`config.mk`:
```
export PLATFORM = sky130hd
export DESIGN_NAME = link_rx_top
export DESIGN_NICKNAME = d
export VERILOG_FILES = /design/src/hdl/link_pkg.sv /design/src/hdl/csr_pkg.sv /design/src/hdl/crc8_check.sv /design/src/hdl/axis_skid.sv /design/src/hdl/packet_fifo.sv /design/src/hdl/link_csr.sv /design/src/hdl/link_rx_top.sv
export SDC_FILE = /design/constraint.sdc
export NUM_CORES = 1
export LEC_CHECK = 0
export BUFFER_PORTS_ARGS = -buffer_cell sky130_fd_sc_hd__buf_4
export CAP_MARGIN = 30
export CORE_MARGIN = 5
export CORE_UTILIZATION = 25
export CTS_CLUSTER_SIZE = 16
export DETAILED_ROUTE_END_ITERATION = 10
export SLEW_MARGIN = 20
export SYNTH_ARGS = -nofsm -noshare
export SYNTH_HDL_FRONTEND = slang
export SYNTH_HIERARCHICAL = 1
export SYNTH_SLANG_ARGS = --single-unit
```
`constraint.sdc`:
```
create_clock -name clock -period 5.9 [get_ports clock]
set_input_delay 1.18 -clock clock [delete_from_list [all_inputs] [get_ports clock]]
set_output_delay 1.18 -clock clock [all_outputs]
set_load 0.01 [all_outputs]
```
`src/hdl/link_pkg.sv`:
```
package link_pkg;

  // One byte per stream beat, the CRC is defined over bytes
  localparam int DATA_W = 8;

  // CRC-8 with x^8 + x^2 + x + 1, processed MSB first
  localparam logic [DATA_W-1:0] CRC_POLY = 8'h07;
  localparam logic [DATA_W-1:0] CRC_INIT = 8'h00;

  // Advance the CRC by one byte
  function automatic logic [DATA_W-1:0] crc8_next(input logic [DATA_W-1:0] crc,
                                                  input logic [DATA_W-1:0] data);
    logic [DATA_W-1:0] c;
    c = crc ^ data;
    for (int i = 0; i < DATA_W; i++) begin
      if (c[DATA_W-1]) begin
        c = (c << 1) ^ CRC_POLY;
      end else begin
        c = c << 1;
      end
    end
    return c;
  endfunction

endpackage

```
`src/hdl/csr_pkg.sv`:
```
package csr_pkg;

  // APB bus widths
  localparam int APB_AW = 4;
  localparam int APB_DW = 32;

  // Register map
  localparam logic [APB_AW-1:0] ADDR_STATUS     = 4'h0;
  localparam logic [APB_AW-1:0] ADDR_CMD        = 4'h4;
  localparam logic [APB_AW-1:0] ADDR_OK_COUNT   = 4'h8;
  localparam logic [APB_AW-1:0] ADDR_DROP_COUNT = 4'hC;

  // STATUS holds the FIFO level in 7:0 and the held flag above it
  localparam int STATUS_HELD_BIT = 8;

  // Host commands written to CMD
  typedef enum logic [7:0] {
    CMD_ACK = 8'h01,
    CMD_NAK = 8'h02
  } host_cmd_e;

endpackage

```
`src/hdl/crc8_check.sv`:
```
module crc8_check (
  input  logic                        clock,
  input  logic                        reset,
  input  logic                        s_tvalid_i,
  input  logic                        s_tready_i,
  input  logic                        s_tkeep_i,
  input  logic                        s_tlast_i,
  input  logic [link_pkg::DATA_W-1:0] s_tdata_i,
  output logic                        save_o,
  output logic                        drop_o
);
  import link_pkg::*;

  logic [DATA_W-1:0] crc_q;
  logic [DATA_W-1:0] crc_d;
  logic              xfer;
  logic              frame_end;

  assign xfer      = s_tvalid_i && s_tready_i;
  assign frame_end = xfer && s_tlast_i;

  // Beats with tkeep low pass through without touching the CRC
  assign crc_d = (xfer && s_tkeep_i) ? crc8_next(crc_q, s_tdata_i) : crc_q;

  // The trailing CRC byte is part of the running sum,
  // so an intact frame leaves a zero remainder
  assign save_o = frame_end && (crc_d == '0);
  assign drop_o = frame_end && (crc_d != '0);

  always_ff @(posedge clock) begin
    if (reset) begin
      crc_q <= CRC_INIT;
    end else if (frame_end) begin
      // Next frame starts from a clean CRC
      crc_q <= CRC_INIT;
    end else begin
      crc_q <= crc_d;
    end
  end

endmodule

```
`src/hdl/axis_skid.sv`:
```
module axis_skid #(
  parameter int BYPASS = 0
) (
  input  logic                        clock,
  input  logic                        reset,
  input  logic                        s_tvalid_i,
  output logic                        s_tready_o,
  input  logic                        s_tlast_i,
  input  logic [link_pkg::DATA_W-1:0] s_tdata_i,
  output logic                        m_tvalid_o,
  input  logic                        m_tready_i,
  output logic                        m_tlast_o,
  output logic [link_pkg::DATA_W-1:0] m_tdata_o
);
  import link_pkg::*;

  generate
    if (BYPASS != 0) begin : g_bypass

      assign s_tready_o = m_tready_i;
      assign m_tvalid_o = s_tvalid_i;
      assign m_tlast_o  = s_tlast_i;
      assign m_tdata_o  = s_tdata_i;

    end else begin : g_skid

      logic              main_valid;
      logic              main_last;
      logic [DATA_W-1:0] main_data;
      logic              skid_valid;
      logic              skid_last;
      logic [DATA_W-1:0] skid_data;
      logic              ready_q;
      logic              take;
      logic              pop;

      assign take = s_tvalid_i && ready_q;
      // Output register is free to load this cycle
      assign pop  = !main_valid || m_tready_i;

      always_ff @(posedge clock) begin
        if (reset) begin
          main_valid <= 1'b0;
          skid_valid <= 1'b0;
          ready_q    <= 1'b0;
        end else if (pop) begin
          main_valid <= skid_valid || take;
          skid_valid <= 1'b0;
          ready_q    <= 1'b1;
        end else if (take) begin
          // Sink stalled, park the beat and close the input
          skid_valid <= 1'b1;
          ready_q    <= 1'b0;
        end
      end

      always_ff @(posedge clock) begin
        if (pop && skid_valid) begin
          {main_last, main_data} <= {skid_last, skid_data};
        end else if (pop && take) begin
          {main_last, main_data} <= {s_tlast_i, s_tdata_i};
        end
        if (!pop && take) begin
          {skid_last, skid_data} <= {s_tlast_i, s_tdata_i};
        end
      end

      assign s_tready_o = ready_q;
      assign m_tvalid_o = main_valid;
      assign m_tlast_o  = main_last;
      assign m_tdata_o  = main_data;

    end
  endgenerate

endmodule

```
`src/hdl/packet_fifo.sv`:
```
module packet_fifo #(
  parameter int DEPTH  = 32,
  parameter int OUTREG = 2
) (
  input  logic                        clock,
  input  logic                        reset,
  input  logic                        s_tvalid_i,
  output logic                        s_tready_o,
  input  logic                        s_tkeep_i,
  input  logic                        s_tlast_i,
  input  logic [link_pkg::DATA_W-1:0] s_tdata_i,
  input  logic                        save_i,
  input  logic                        drop_i,
  input  logic                        next_i,
  input  logic                        redo_i,
  output logic [7:0]                  level_o,
  output logic                        held_o,
  output logic                        m_tvalid_o,
  input  logic                        m_tready_i,
  output logic                        m_tlast_o,
  output logic [link_pkg::DATA_W-1:0] m_tdata_o
);
  import link_pkg::*;

  localparam int ABITS = $clog2(DEPTH);
  localparam int PW    = ABITS + 1;

  // Host command waiting for the output path to drain
  typedef enum logic [1:0] {
    PEND_NONE,
    PEND_ACK,
    PEND_NAK
  } pend_e;

  // Each entry holds the last flag above the data byte
  logic [DATA_W:0] mem [DEPTH];

  logic [PW-1:0]     wr_ptr;
  logic [PW-1:0]     commit_ptr;
  logic [PW-1:0]     rd_ptr;
  logic [PW-1:0]     rel_ptr;
  logic [PW-1:0]     wr_next;
  logic [PW-1:0]     used_next;
  logic [PW-1:0]     level_w;
  logic [7:0]        level_q;
  logic              ready_q;
  logic              store;
  logic              empty;
  logic              fetch;
  logic              fetch_q;
  logic              frame_end;
  logic              held_q;
  logic              f_valid;
  logic              f_last;
  logic [DATA_W-1:0] f_data;
  logic              f_ready;
  logic              drained;
  logic              cmd_go;
  pend_e             pend_q;

  // Write side
  assign s_tready_o = ready_q;
  assign store      = s_tvalid_i && ready_q && s_tkeep_i && !drop_i;

  // A dropped frame rewinds to the last committed boundary
  assign wr_next   = drop_i ? commit_ptr : wr_ptr + PW'(store);
  // Space is only returned once the host acknowledges a frame
  assign used_next = wr_next - rel_ptr;

  always_ff @(posedge clock) begin
    if (store) begin
      mem[wr_ptr[ABITS-1:0]] <= {s_tlast_i, s_tdata_i};
    end
  end

  always_ff @(posedge clock) begin
    if (reset) begin
      wr_ptr     <= '0;
      commit_ptr <= '0;
      ready_q    <= 1'b0;
    end else begin
      wr_ptr  <= wr_next;
      // Top bit set means DEPTH entries in use
      ready_q <= !used_next[ABITS];
      if (save_i) begin
        commit_ptr <= wr_next;
      end
    end
  end

  // Read side, only committed data is visible
  assign empty     = (rd_ptr == commit_ptr);
  // Last beat of the frame just landed in the fetch register
  assign frame_end = fetch_q && f_last;
  assign drained   = !f_valid && !m_tvalid_o;
  assign cmd_go    = (pend_q != PEND_NONE) && drained;
  assign fetch     = !empty && !held_q && !frame_end && !cmd_go && (!f_valid || f_ready);

  // Registered memory read
  always_ff @(posedge clock) begin
    if (fetch) begin
      {f_last, f_data} <= mem[rd_ptr[ABITS-1:0]];
    end
  end

  always_ff @(posedge clock) begin
    if (reset) begin
      rd_ptr  <= '0;
      rel_ptr <= '0;
      f_valid <= 1'b0;
      fetch_q <= 1'b0;
      held_q  <= 1'b0;
      pend_q  <= PEND_NONE;
    end else begin
      fetch_q <= fetch;

      if (fetch) begin
        f_valid <= 1'b1;
      end else if (f_ready) begin
        f_valid <= 1'b0;
      end

      // Stop and wait after a complete frame has been fetched
      if (frame_end) begin
        held_q <= 1'b1;
      end else if (cmd_go) begin
        held_q <= 1'b0;
      end

      // A newer command replaces one still pending
      if (next_i) begin
        pend_q <= PEND_ACK;
      end else if (redo_i) begin
        pend_q <= PEND_NAK;
      end else if (cmd_go) begin
        pend_q <= PEND_NONE;
      end

      // NAK replays from the release point
      if (cmd_go && pend_q == PEND_NAK) begin
        rd_ptr <= rel_ptr;
      end else if (fetch) begin
        rd_ptr <= rd_ptr + PW'(1);
      end

      if (cmd_go && pend_q == PEND_ACK) begin
        rel_ptr <= rd_ptr;
      end
    end
  end

  // Occupancy counts everything not yet released
  assign level_w = wr_ptr - rel_ptr;

  always_ff @(posedge clock) begin
    if (reset) begin
      level_q <= '0;
    end else begin
      level_q <= 8'(level_w);
    end
  end

  assign level_o = level_q;
  assign held_o  = held_q;

  axis_skid #(
    .BYPASS(OUTREG == 1 ? 1 : 0)
  ) axis_skid_i (
    .clock     (clock),
    .reset     (reset),
    .s_tvalid_i(f_valid),
    .s_tready_o(f_ready),
    .s_tlast_i (f_last),
    .s_tdata_i (f_data),
    .m_tvalid_o(m_tvalid_o),
    .m_tready_i(m_tready_i),
    .m_tlast_o (m_tlast_o),
    .m_tdata_o (m_tdata_o)
  );

endmodule

```
`src/hdl/link_csr.sv`:
```
module link_csr #(
  parameter int CNT_W = 16
) (
  input  logic                        clock,
  input  logic                        reset,
  input  logic [csr_pkg::APB_AW-1:0]  paddr_i,
  input  logic                        psel_i,
  input  logic                        penable_i,
  input  logic                        pwrite_i,
  input  logic [csr_pkg::APB_DW-1:0]  pwdata_i,
  output logic [csr_pkg::APB_DW-1:0]  prdata_o,
  output logic                        pready_o,
  output logic                        pslverr_o,
  input  logic                        save_i,
  input  logic                        drop_i,
  input  logic [7:0]                  level_i,
  input  logic                        held_i,
  output logic                        next_o,
  output logic                        redo_o
);
  import csr_pkg::*;

  logic [CNT_W-1:0] ok_q;
  logic [CNT_W-1:0] drop_q;
  logic [7:0]       opcode;
  logic             access;
  logic             cmd_write;
  logic             err;

  // No wait states, every transfer is setup then access
  assign pready_o  = 1'b1;
  assign access    = psel_i && penable_i;
  assign opcode    = pwdata_i[7:0];
  assign cmd_write = access && pwrite_i && (paddr_i == ADDR_CMD);

  // Command strobes last exactly the access cycle
  assign next_o = cmd_write && (opcode == CMD_ACK);
  assign redo_o = cmd_write && (opcode == CMD_NAK);

  always_comb begin
    prdata_o = '0;
    err      = 1'b0;
    case (paddr_i)
      ADDR_STATUS: begin
        if (pwrite_i) begin
          err = 1'b1;
        end else begin
          prdata_o[STATUS_HELD_BIT:0] = {held_i, level_i};
        end
      end
      ADDR_CMD: begin
        // Write only, reads return zero
        if (pwrite_i) begin
          err = (opcode != CMD_ACK) && (opcode != CMD_NAK);
        end
      end
      ADDR_OK_COUNT: begin
        if (pwrite_i) begin
          err = 1'b1;
        end else begin
          prdata_o = APB_DW'(ok_q);
        end
      end
      ADDR_DROP_COUNT: begin
        if (pwrite_i) begin
          err = 1'b1;
        end else begin
          prdata_o = APB_DW'(drop_q);
        end
      end
      default: err = 1'b1;
    endcase
  end

  assign pslverr_o = access && err;

  // Frame counters stick at all ones
  always_ff @(posedge clock) begin
    if (reset) begin
      ok_q   <= '0;
      drop_q <= '0;
    end else begin
      if (save_i && !(&ok_q)) begin
        ok_q <= ok_q + 1'b1;
      end
      if (drop_i && !(&drop_q)) begin
        drop_q <= drop_q + 1'b1;
      end
    end
  end

endmodule

```
`src/hdl/link_rx_top.sv`:
```
module link_rx_top #(
  parameter int DEPTH  = 32,
  parameter int OUTREG = 2,
  parameter int CNT_W  = 16
) (
  input  logic                        clock,
  input  logic                        reset,
  input  logic                        s_tvalid_i,
  output logic                        s_tready_o,
  input  logic                        s_tkeep_i,
  input  logic                        s_tlast_i,
  input  logic [link_pkg::DATA_W-1:0] s_tdata_i,
  output logic                        m_tvalid_o,
  input  logic                        m_tready_i,
  output logic                        m_tlast_o,
  output logic [link_pkg::DATA_W-1:0] m_tdata_o,
  input  logic [csr_pkg::APB_AW-1:0]  paddr_i,
  input  logic                        psel_i,
  input  logic                        penable_i,
  input  logic                        pwrite_i,
  input  logic [csr_pkg::APB_DW-1:0]  pwdata_i,
  output logic [csr_pkg::APB_DW-1:0]  prdata_o,
  output logic                        pready_o,
  output logic                        pslverr_o
);

  logic       save;
  logic       drop;
  logic       next_cmd;
  logic       redo_cmd;
  logic [7:0] level;
  logic       held;

  // Checker judges each frame as the FIFO accepts it
  crc8_check crc8_check_i (
    .clock     (clock),
    .reset     (reset),
    .s_tvalid_i(s_tvalid_i),
    .s_tready_i(s_tready_o),
    .s_tkeep_i (s_tkeep_i),
    .s_tlast_i (s_tlast_i),
    .s_tdata_i (s_tdata_i),
    .save_o    (save),
    .drop_o    (drop)
  );

  packet_fifo #(
    .DEPTH (DEPTH),
    .OUTREG(OUTREG)
  ) packet_fifo_i (
    .clock     (clock),
    .reset     (reset),
    .s_tvalid_i(s_tvalid_i),
    .s_tready_o(s_tready_o),
    .s_tkeep_i (s_tkeep_i),
    .s_tlast_i (s_tlast_i),
    .s_tdata_i (s_tdata_i),
    .save_i    (save),
    .drop_i    (drop),
    .next_i    (next_cmd),
    .redo_i    (redo_cmd),
    .level_o   (level),
    .held_o    (held),
    .m_tvalid_o(m_tvalid_o),
    .m_tready_i(m_tready_i),
    .m_tlast_o (m_tlast_o),
    .m_tdata_o (m_tdata_o)
  );

  link_csr #(
    .CNT_W(CNT_W)
  ) link_csr_i (
    .clock    (clock),
    .reset    (reset),
    .paddr_i  (paddr_i),
    .psel_i   (psel_i),
    .penable_i(penable_i),
    .pwrite_i (pwrite_i),
    .pwdata_i (pwdata_i),
    .prdata_o (prdata_o),
    .pready_o (pready_o),
    .pslverr_o(pslverr_o),
    .save_i   (save),
    .drop_i   (drop),
    .level_i  (level),
    .held_i   (held),
    .next_o   (next_cmd),
    .redo_o   (redo_cmd)
  );

endmodule

```
==> results.py, run 1 <==
metrics = {
    "power_and_ir_drop": {
        "power_switching_mw": 1.490,
        "pwr-share-clk": 0.402,
        "netSwitchingFraction": 0.2342,
        "power_mw": 6.363,
        "power.density_nw_per_um2": 318.3,
        "power_frac_comb": 0.106,
        "power.share.sequential": 0.492,
        "power_leakage_nw": 6.355,
        "p_int_mw": 4.873,
        "ir_worst_vdd_mv": 0.1734,
    },
    "drt": {
        "wire_per_inst_microns": 18.79,
        "ant_nets": 0,
        "vias": 10220,
        "drt-total-wl_mm": 41.15,
        "drc": 0,
        "drt-initial-drc-count": 796,
        "drt_first_pass_iters": 5,
        "vias_per_cell": 4.667,
    },
    "critical_path": {
        "crit_fanout": 5,
        "criticalPathCategory": "input pin to flop",
        "start_kind": "input pin",
        "setup.worst_path.end_class": "flop",
        "arrival_ns": 5.06,
        "critical_path_required_ns": 6.36,
    },
    "die": {
        "fp.dieH_microns": 271.6,
        "core_sq_um": 68230,
        "fp.dieW_microns": 271.6,
        "initial_core_util": 0.2508,
        "io_pins": 98,
        "rows": 96,
        "dieArea_sq_um": 73760,
    },
    "finish": {
        "drive_gt1_frac": 0.1881,
        "layout.nets": 1344,
        "final_cells": 2190,
        "syn2layout_area_growth_pct": 16.85,
        "regArea_sq_um": 11050,
        "multi_input_area_sq_um": 5650,
        "final_common_cell": "edfxtp_1",
        "num_antenna_cells": 0,
        "postLayoutCellArea_sq_um": 19990,
        "layout_common_cells": "edfxtp_1 (315), nor2_1 (113), mux2i_1 (103)",
        "nFillCells": 6774,
    },
    "logic_synthesis": {
        "netlist_area_sq_um": 17110,
        "synthDistinctLibCells": 76,
        "synth_ff_type": "edfxtp_1",
        "synth_edf_count": 315,
        "synth.avg_cell_area_sq_um": 14.39,
        "ys_seq_elements": 394,
        "synthCells": 1189,
        "ys_seq_area_frac": 0.6454,
        "yosysWarnings": 6,
        "async_flop_share": 0,
    },
    "place": {
        "hpwl_mm": 27.37,
        "pre_cts_ws_ns": 0.7325,
        "dpl_cell_area_sq_um": 18650,
        "gp_congestion": 0.7511,
        "numPlacedInstances": 2114,
        "port_buffers": 56,
    },
    "clock_tree": {
        "postCtsSetupRepairBufs": 0,
        "numCtsBuffers": 42,
        "cts_tree": "done",
        "cts_max_level": 2,
        "clockBufferDepth": 3,
        "postCtsHoldBufs": 0,
        "cts.clk_slew.worst_paths_ns": 0.06,
        "cts_root_buf": "clkbuf_16",
        "cts.sinks": 394,
        "ctsResizeCount": 0,
        "clk_latency_ns": 0.57,
    },
    "timing": {
        "rsz0062_at_grt": "false",
        "timing.final.hold_violations": 0,
        "worst_pin_slew_ns": 1.006,
        "clock_skew_ns": 0.02487,
        "min_period_ns": 4.604,
        "drv_slew": 0,
        "setup_viol": 0,
        "fin_ws_ns": 1.296,
        "tns_ns": 0,
        "fmax_mhz": 217.2,
        "max-slew-margin-rel": 0.3292,
        "min_period_over_period": 0.7803,
    },
    "run_status": {
        "outcome": "complete, no violations",
    },
    "grt": {
        "grt_start_max_net_pins": 91,
        "grt_overflow": 0,
        "grt_pass1_wl_mm": 62.18,
        "grt_usage": 0.1085,
        "antenna_found_initial": 3,
        "grt_pass1_vias": 10280,
    },
    "min_path": {
        "hold_path.class": "flop to flop",
    },
    "flow_run": {
        "drv_cap": 0,
    },
}
==> worst max-delay path, stage by stage <==
cell and delay (ns):
buf_4 0.13, xor2_2 0.20, xnor2_1 0.42, a22oi_1 0.13, o31ai_1 0.42, a31oi_2 0.25, and4b_1 0.41, ha_1 0.20
ha_1 0.18, nand3_1 0.09, xor2_1 0.18, o21ai_0 0.29, ha_1 0.31, o2111ai_1 0.10, a31oi_1 0.06, a211oi_1 0.30
or4_1 0.16, nand2_1 0.05
==> logic make-up (layout without fill, tap and decap cells) <==
kind of cell    count (synthesis)  after routing  share of synthesized area
xor+xnor                       47             47                    0.02845
buf+inv                        95            198                    0.02874
mux                           160            160                     0.1235
simple gates                  297            297                    0.09033
fa+ha+maj                      15             15                    0.01141
flops                         394            394                     0.6454
other cells                     3             19                  0.0006582
compound gates                178            178                    0.07160
==> per-stage QoR <==
| stage | utilization | hold slack, ns |
|---|---|---|
| 6_report | 0.2930 | 0.4557 |
| 5_1_grt | 0.2930 | 0.4765 |
| 4_1_cts | 0.2929 | 0.4577 |
| 3_5_place_dp | 0.2734 | 0.4485 |
| 3_3_place_gp | 0.2734 | 0.4404 |
| 2_1_floorplan | - | 0.4267 |
==> path summary, 6_finish.rpt <==
kind	to	cells past startpoint	slack (ns)	startpoint
setup / recovery	packet_fifo_i/s_tready_o	18	1.30	s_tdata_i[6]
setup reg to reg	packet_fifo_i/s_tready_o	17	1.63	packet_fifo_i/s_tready_o
hold / removal	packet_fifo_i/axis_skid_i/g_skid.skid_data[5]	0	0.46	packet_fifo_i/f_data[5]
hold reg to reg	packet_fifo_i/axis_skid_i/g_skid.skid_data[5]	0	0.46	packet_fifo_i/f_data[5]
==> state kept, by name, indices dropped and copies added (netlist names), 2 cells and up <==
name                                        cells
crc8_check_i/crc_q                              8
link_csr_i/drop_q                              16
link_csr_i/ok_q                                16
packet_fifo_i/axis_skid_i/g_skid.skid_data      8
packet_fifo_i/axis_skid_i/m_tdata_o             8
packet_fifo_i/commit_ptr                        6
packet_fifo_i/f_data                            8
packet_fifo_i/level_o                           6
packet_fifo_i/mem                             288
packet_fifo_i/pend_q                            2
packet_fifo_i/rd_ptr                            6
packet_fifo_i/rel_ptr                           6
packet_fifo_i/wr_ptr                            6
==> synthesized netlist by cell type (7+ instances only) <==
library cell | number | area [sq um]
edfxtp_1 | 315 | 9459
ha_1 | 14 | 175.2
nand2_1 | 35 | 131.4
buf_1 | 8 | 30.03
buf_4 | 21 | 157.7
mux4_2 | 36 | 810.8
xnor2_1 | 21 | 183.9
nor3_1 | 26 | 130.1
a22oi_1 | 27 | 202.7
or3_1 | 9 | 56.30
mux2_2 | 12 | 135.1
nor2b_1 | 10 | 62.56
o221ai_1 | 9 | 78.83
o21ai_0 | 23 | 115.1
a31oi_1 | 17 | 106.4
and4_1 | 7 | 61.31
clkbuf_1 | 21 | 78.83
buf_2 | 23 | 115.1
nor2_1 | 113 | 424.2
nor4_1 | 10 | 62.56
mux2i_1 | 103 | 1031
a21oi_1 | 43 | 215.2
inv_1 | 19 | 71.32
mux2_4 | 9 | 135.1
a22o_1 | 18 | 157.7
nand3_1 | 26 | 130.1
a211oi_1 | 9 | 67.56
nand4_1 | 12 | 75.07
dfxtp_1 | 79 | 1582
xor2_1 | 19 | 166.4
==> routing by layer <==
layer  global-route usage  vias up  wire (microns)
met1               0.1425     5177           18170
met2               0.1832      252           19980
met4              0.02763        2             822
met5                    0        -              11
met3              0.02325       50            2165
li1                     -     4739               -
==> area by class of cell <==
class | instances | area share
Tap cell | 882 | 0.05520
Multi-Input combinational cell | 716 | 0.2827
Timing Repair Buffer | 103 | 0.03931
Inverter | 19 | 0.003568
Clock inverter | 21 | 0.009138
Sequential cell | 394 | 0.5525
Clock buffer | 55 | 0.05758
==> power by group through the flow <==
stage	sequential [mW]	clock, mW	combinational [mW]
floorplan	3.16	0	0.484
global placement	3.19	0	0.676
detailed placement	3.19	0	0.686
CTS	3.13	2.62	0.688
global route	3.14	2.73	0.734
finish	3.13	2.56	0.676
Note: power is estimated with default switching activity, not from simulation.
==> run 2: changes to the inputs <==
- clock period: 5.9 -> 4.43 ns (I/O delays scaled with it)
==> run 2 against run 1 <==
- sequential share of layout area down 0.77 points
- clock-buffer cell count increased by 1
- utilization rose by 0.41 points
- setup slack lost 0.92 ns
- cell count is 1.4% higher
- largest cell class unchanged
==> results.py, run 2 (synthesis results as in run 1) <==
metrics = {
    "run_status": {
        "outcome": "complete, no violations",
    },
    "die": {
        "fp.dieH_microns": 271.6,
        "initial_core_util": 0.2508,
        "dieArea_sq_um": 73760,
        "io_pins": 98,
        "core_sq_um": 68230,
        "rows": 96,
        "fp.dieW_microns": 271.6,
    },
    "timing": {
        "min_period_ns": 4.051,
        "max-slew-margin-rel": 0.3680,
        "tns_ns": 0,
        "rsz0062_at_grt": "false",
        "timing.final.hold_violations": 0,
        "clock_skew_ns": 0.02988,
        "worst_pin_slew_ns": 0.9480,
        "fmax_mhz": 246.9,
        "hold_ws_ns": 0.4696,
        "min_period_over_period": 0.9144,
        "drv_slew": 0,
        "setup_viol": 0,
    },
    "grt": {
        "grt_pass1_vias": 10120,
        "antenna_found_initial": 1,
        "grt_start_max_net_pins": 55,
        "grt_usage": 0.1079,
        "grt_overflow": 0,
        "grt_pass1_wl_mm": 62.60,
    },
    "place": {
        "port_buffers": 56,
        "gp_congestion": 0.7902,
        "hpwl_mm": 27.90,
    },
    "drt": {
        "wl_met2_mm": 19.32,
        "drt-met1-wl_mm": 18.51,
        "maxUsedRoutingLayer": "met4",
        "vias": 10300,
        "drc": 0,
        "ant_nets": 0,
        "drt_first_pass_iters": 5,
        "wire_per_inst_microns": 18.42,
        "drt-initial-drc-count": 764,
        "routed-wl-met3_mm": 2.318,
        "drt-total-wl_mm": 40.91,
        "vias_per_cell": 4.639,
    },
    "clock_tree": {
        "clk_latency_ns": 0.57,
        "cts_tree": "done",
        "cts.sinks": 394,
        "numCtsBuffers": 41,
        "postCtsHoldBufs": 0,
        "clockBufferDepth": 3,
        "cts_max_level": 2,
        "cts_root_buf": "clkbuf_16",
        "postCtsSetupRepairBufs": 0,
        "ctsResizeCount": 0,
        "cts.clk_slew.worst_paths_ns": 0.06,
    },
    "finish": {
        "drive_gt1_frac": 0.2099,
        "layout_common_cells": "edfxtp_1 (315), buf_4 (137), nor2_1 (113)",
        "layout.nets": 1377,
        "nFillCells": 6812,
        "largest_reg_flops": 288,
        "num_antenna_cells": 0,
        "final_common_cell": "edfxtp_1",
        "syn2layout_area_growth_pct": 18.50,
    },
    "critical_path": {
        "critPathMaxStageDelay_ns": 0.40,
        "crit_fanout": 5,
        "criticalPathCategory": "input pin to flop",
        "arrival_ns": 4.56,
        "setup.worst_path.end_class": "flop",
        "cp_common_cell": "ha_1",
        "critical_path_required_ns": 4.94,
        "start_kind": "input pin",
        "crit_chain": "buf_4, xor2_4, xor2_2, nor3_1, o21ai_0, nand4_1, a31oi_4, and4b_1, ha_1, ha_1, nand3_1, xor2_1, o21ai_1, ha_1, o2111ai_1, a31oi_1, a211oi_1, or4_1, nand2_1",
        "rrSetupSlack_ns": 0.39,
        "cpMaxStageDelayCell": "or4_1",
    },
    "min_path": {
        "hold_path.class": "flop to flop",
    },
    "power_and_ir_drop": {
        "p_int_mw": 6.484,
        "power.share.sequential": 0.495,
        "power.density_nw_per_um2": 419.0,
        "netSwitchingFraction": 0.2367,
        "power_switching_mw": 2.010,
        "power_leakage_nw": 6.528,
        "power_frac_comb": 0.108,
        "pwr-share-clk": 0.398,
        "ir_worst_vdd_mv": 0.2162,
    },
    "flow_run": {
        "drv_cap": 0,
    },
}
[run 2: changes by cell type in the layout (fill, tap and decap cells not counted), moves of 3 or more]
| cell | change |
|---|---|
| clkbuf_1 | +5 |
| clkinv_1 | -5 |
| buf_4 | +35 |
| xnor2_1 | -3 |
[run 2: path summary, 6_finish.rpt]
path	start	to	cells past startpoint
max	s_tdata_i[6]	packet_fifo_i/s_tready_o	19
min	packet_fifo_i/f_data[1]	packet_fifo_i/axis_skid_i/g_skid.skid_data[1]	0
max reg2reg	crc8_check_i/crc_q[6]	packet_fifo_i/s_tready_o	18
min reg2reg	packet_fifo_i/f_data[1]	packet_fifo_i/axis_skid_i/g_skid.skid_data[1]	0
[run 2: layout make-up]
class | count | area, sq um | area share
repair buffers | 137 | 1028 | 0.05073
inverters | 19 | 71.32 | 0.003518
clock buffers | 56 | 1092 | 0.05388
well taps | 882 | 1104 | 0.05444
multi-input cells | 716 | 5722 | 0.2822
flip-flops and latches | 394 | 11050 | 0.5449
clock inverters | 17 | 209.0 | 0.01031
[run 2: critical path, delay by kind of cell]
kind            cells  cell delay (ns)
simple gates        6             1.10
compound gates      6             0.94
xor+xnor            3             0.75
fa+ha+maj           3             0.73
buf+inv             1             0.14
[run 2: per-stage QoR]
step	setup slack, ns	utilization	instance area (sq um)	instances	power [mW]
6_report	0.3794	0.2971	20270	2221	8.494
5_1_grt	0.1265	0.2971	20270	2221	8.820
4_1_cts	0.3785	0.2971	20270	2221	8.594
3_5_place_dp	-0.1817	0.2781	18970	2148	5.210
3_3_place_gp	-0.1113	0.2781	18970	2148	5.197
2_1_floorplan	0.01608	-	17260	1205	4.873
[run 2: power by group through the flow]
stage / Clock [mW] / Sequential (mW) / Combinational (mW)
6_report: 3.38 / 4.20 / 0.914
2_1_floorplan: 0 / 4.21 / 0.660
3_5_place_dp: 0 / 4.29 / 0.924
4_1_cts: 3.46 / 4.21 / 0.927
5_1_grt: 3.62 / 4.21 / 0.987
3_3_place_gp: 0 / 4.28 / 0.912
[run 2: layer usage]
layer  GRT usage  up-vias
li1            -     4806
met1      0.1496     5154
met2      0.1757      283
met3     0.02192       61
met4     0.02400        0
met5           0        -
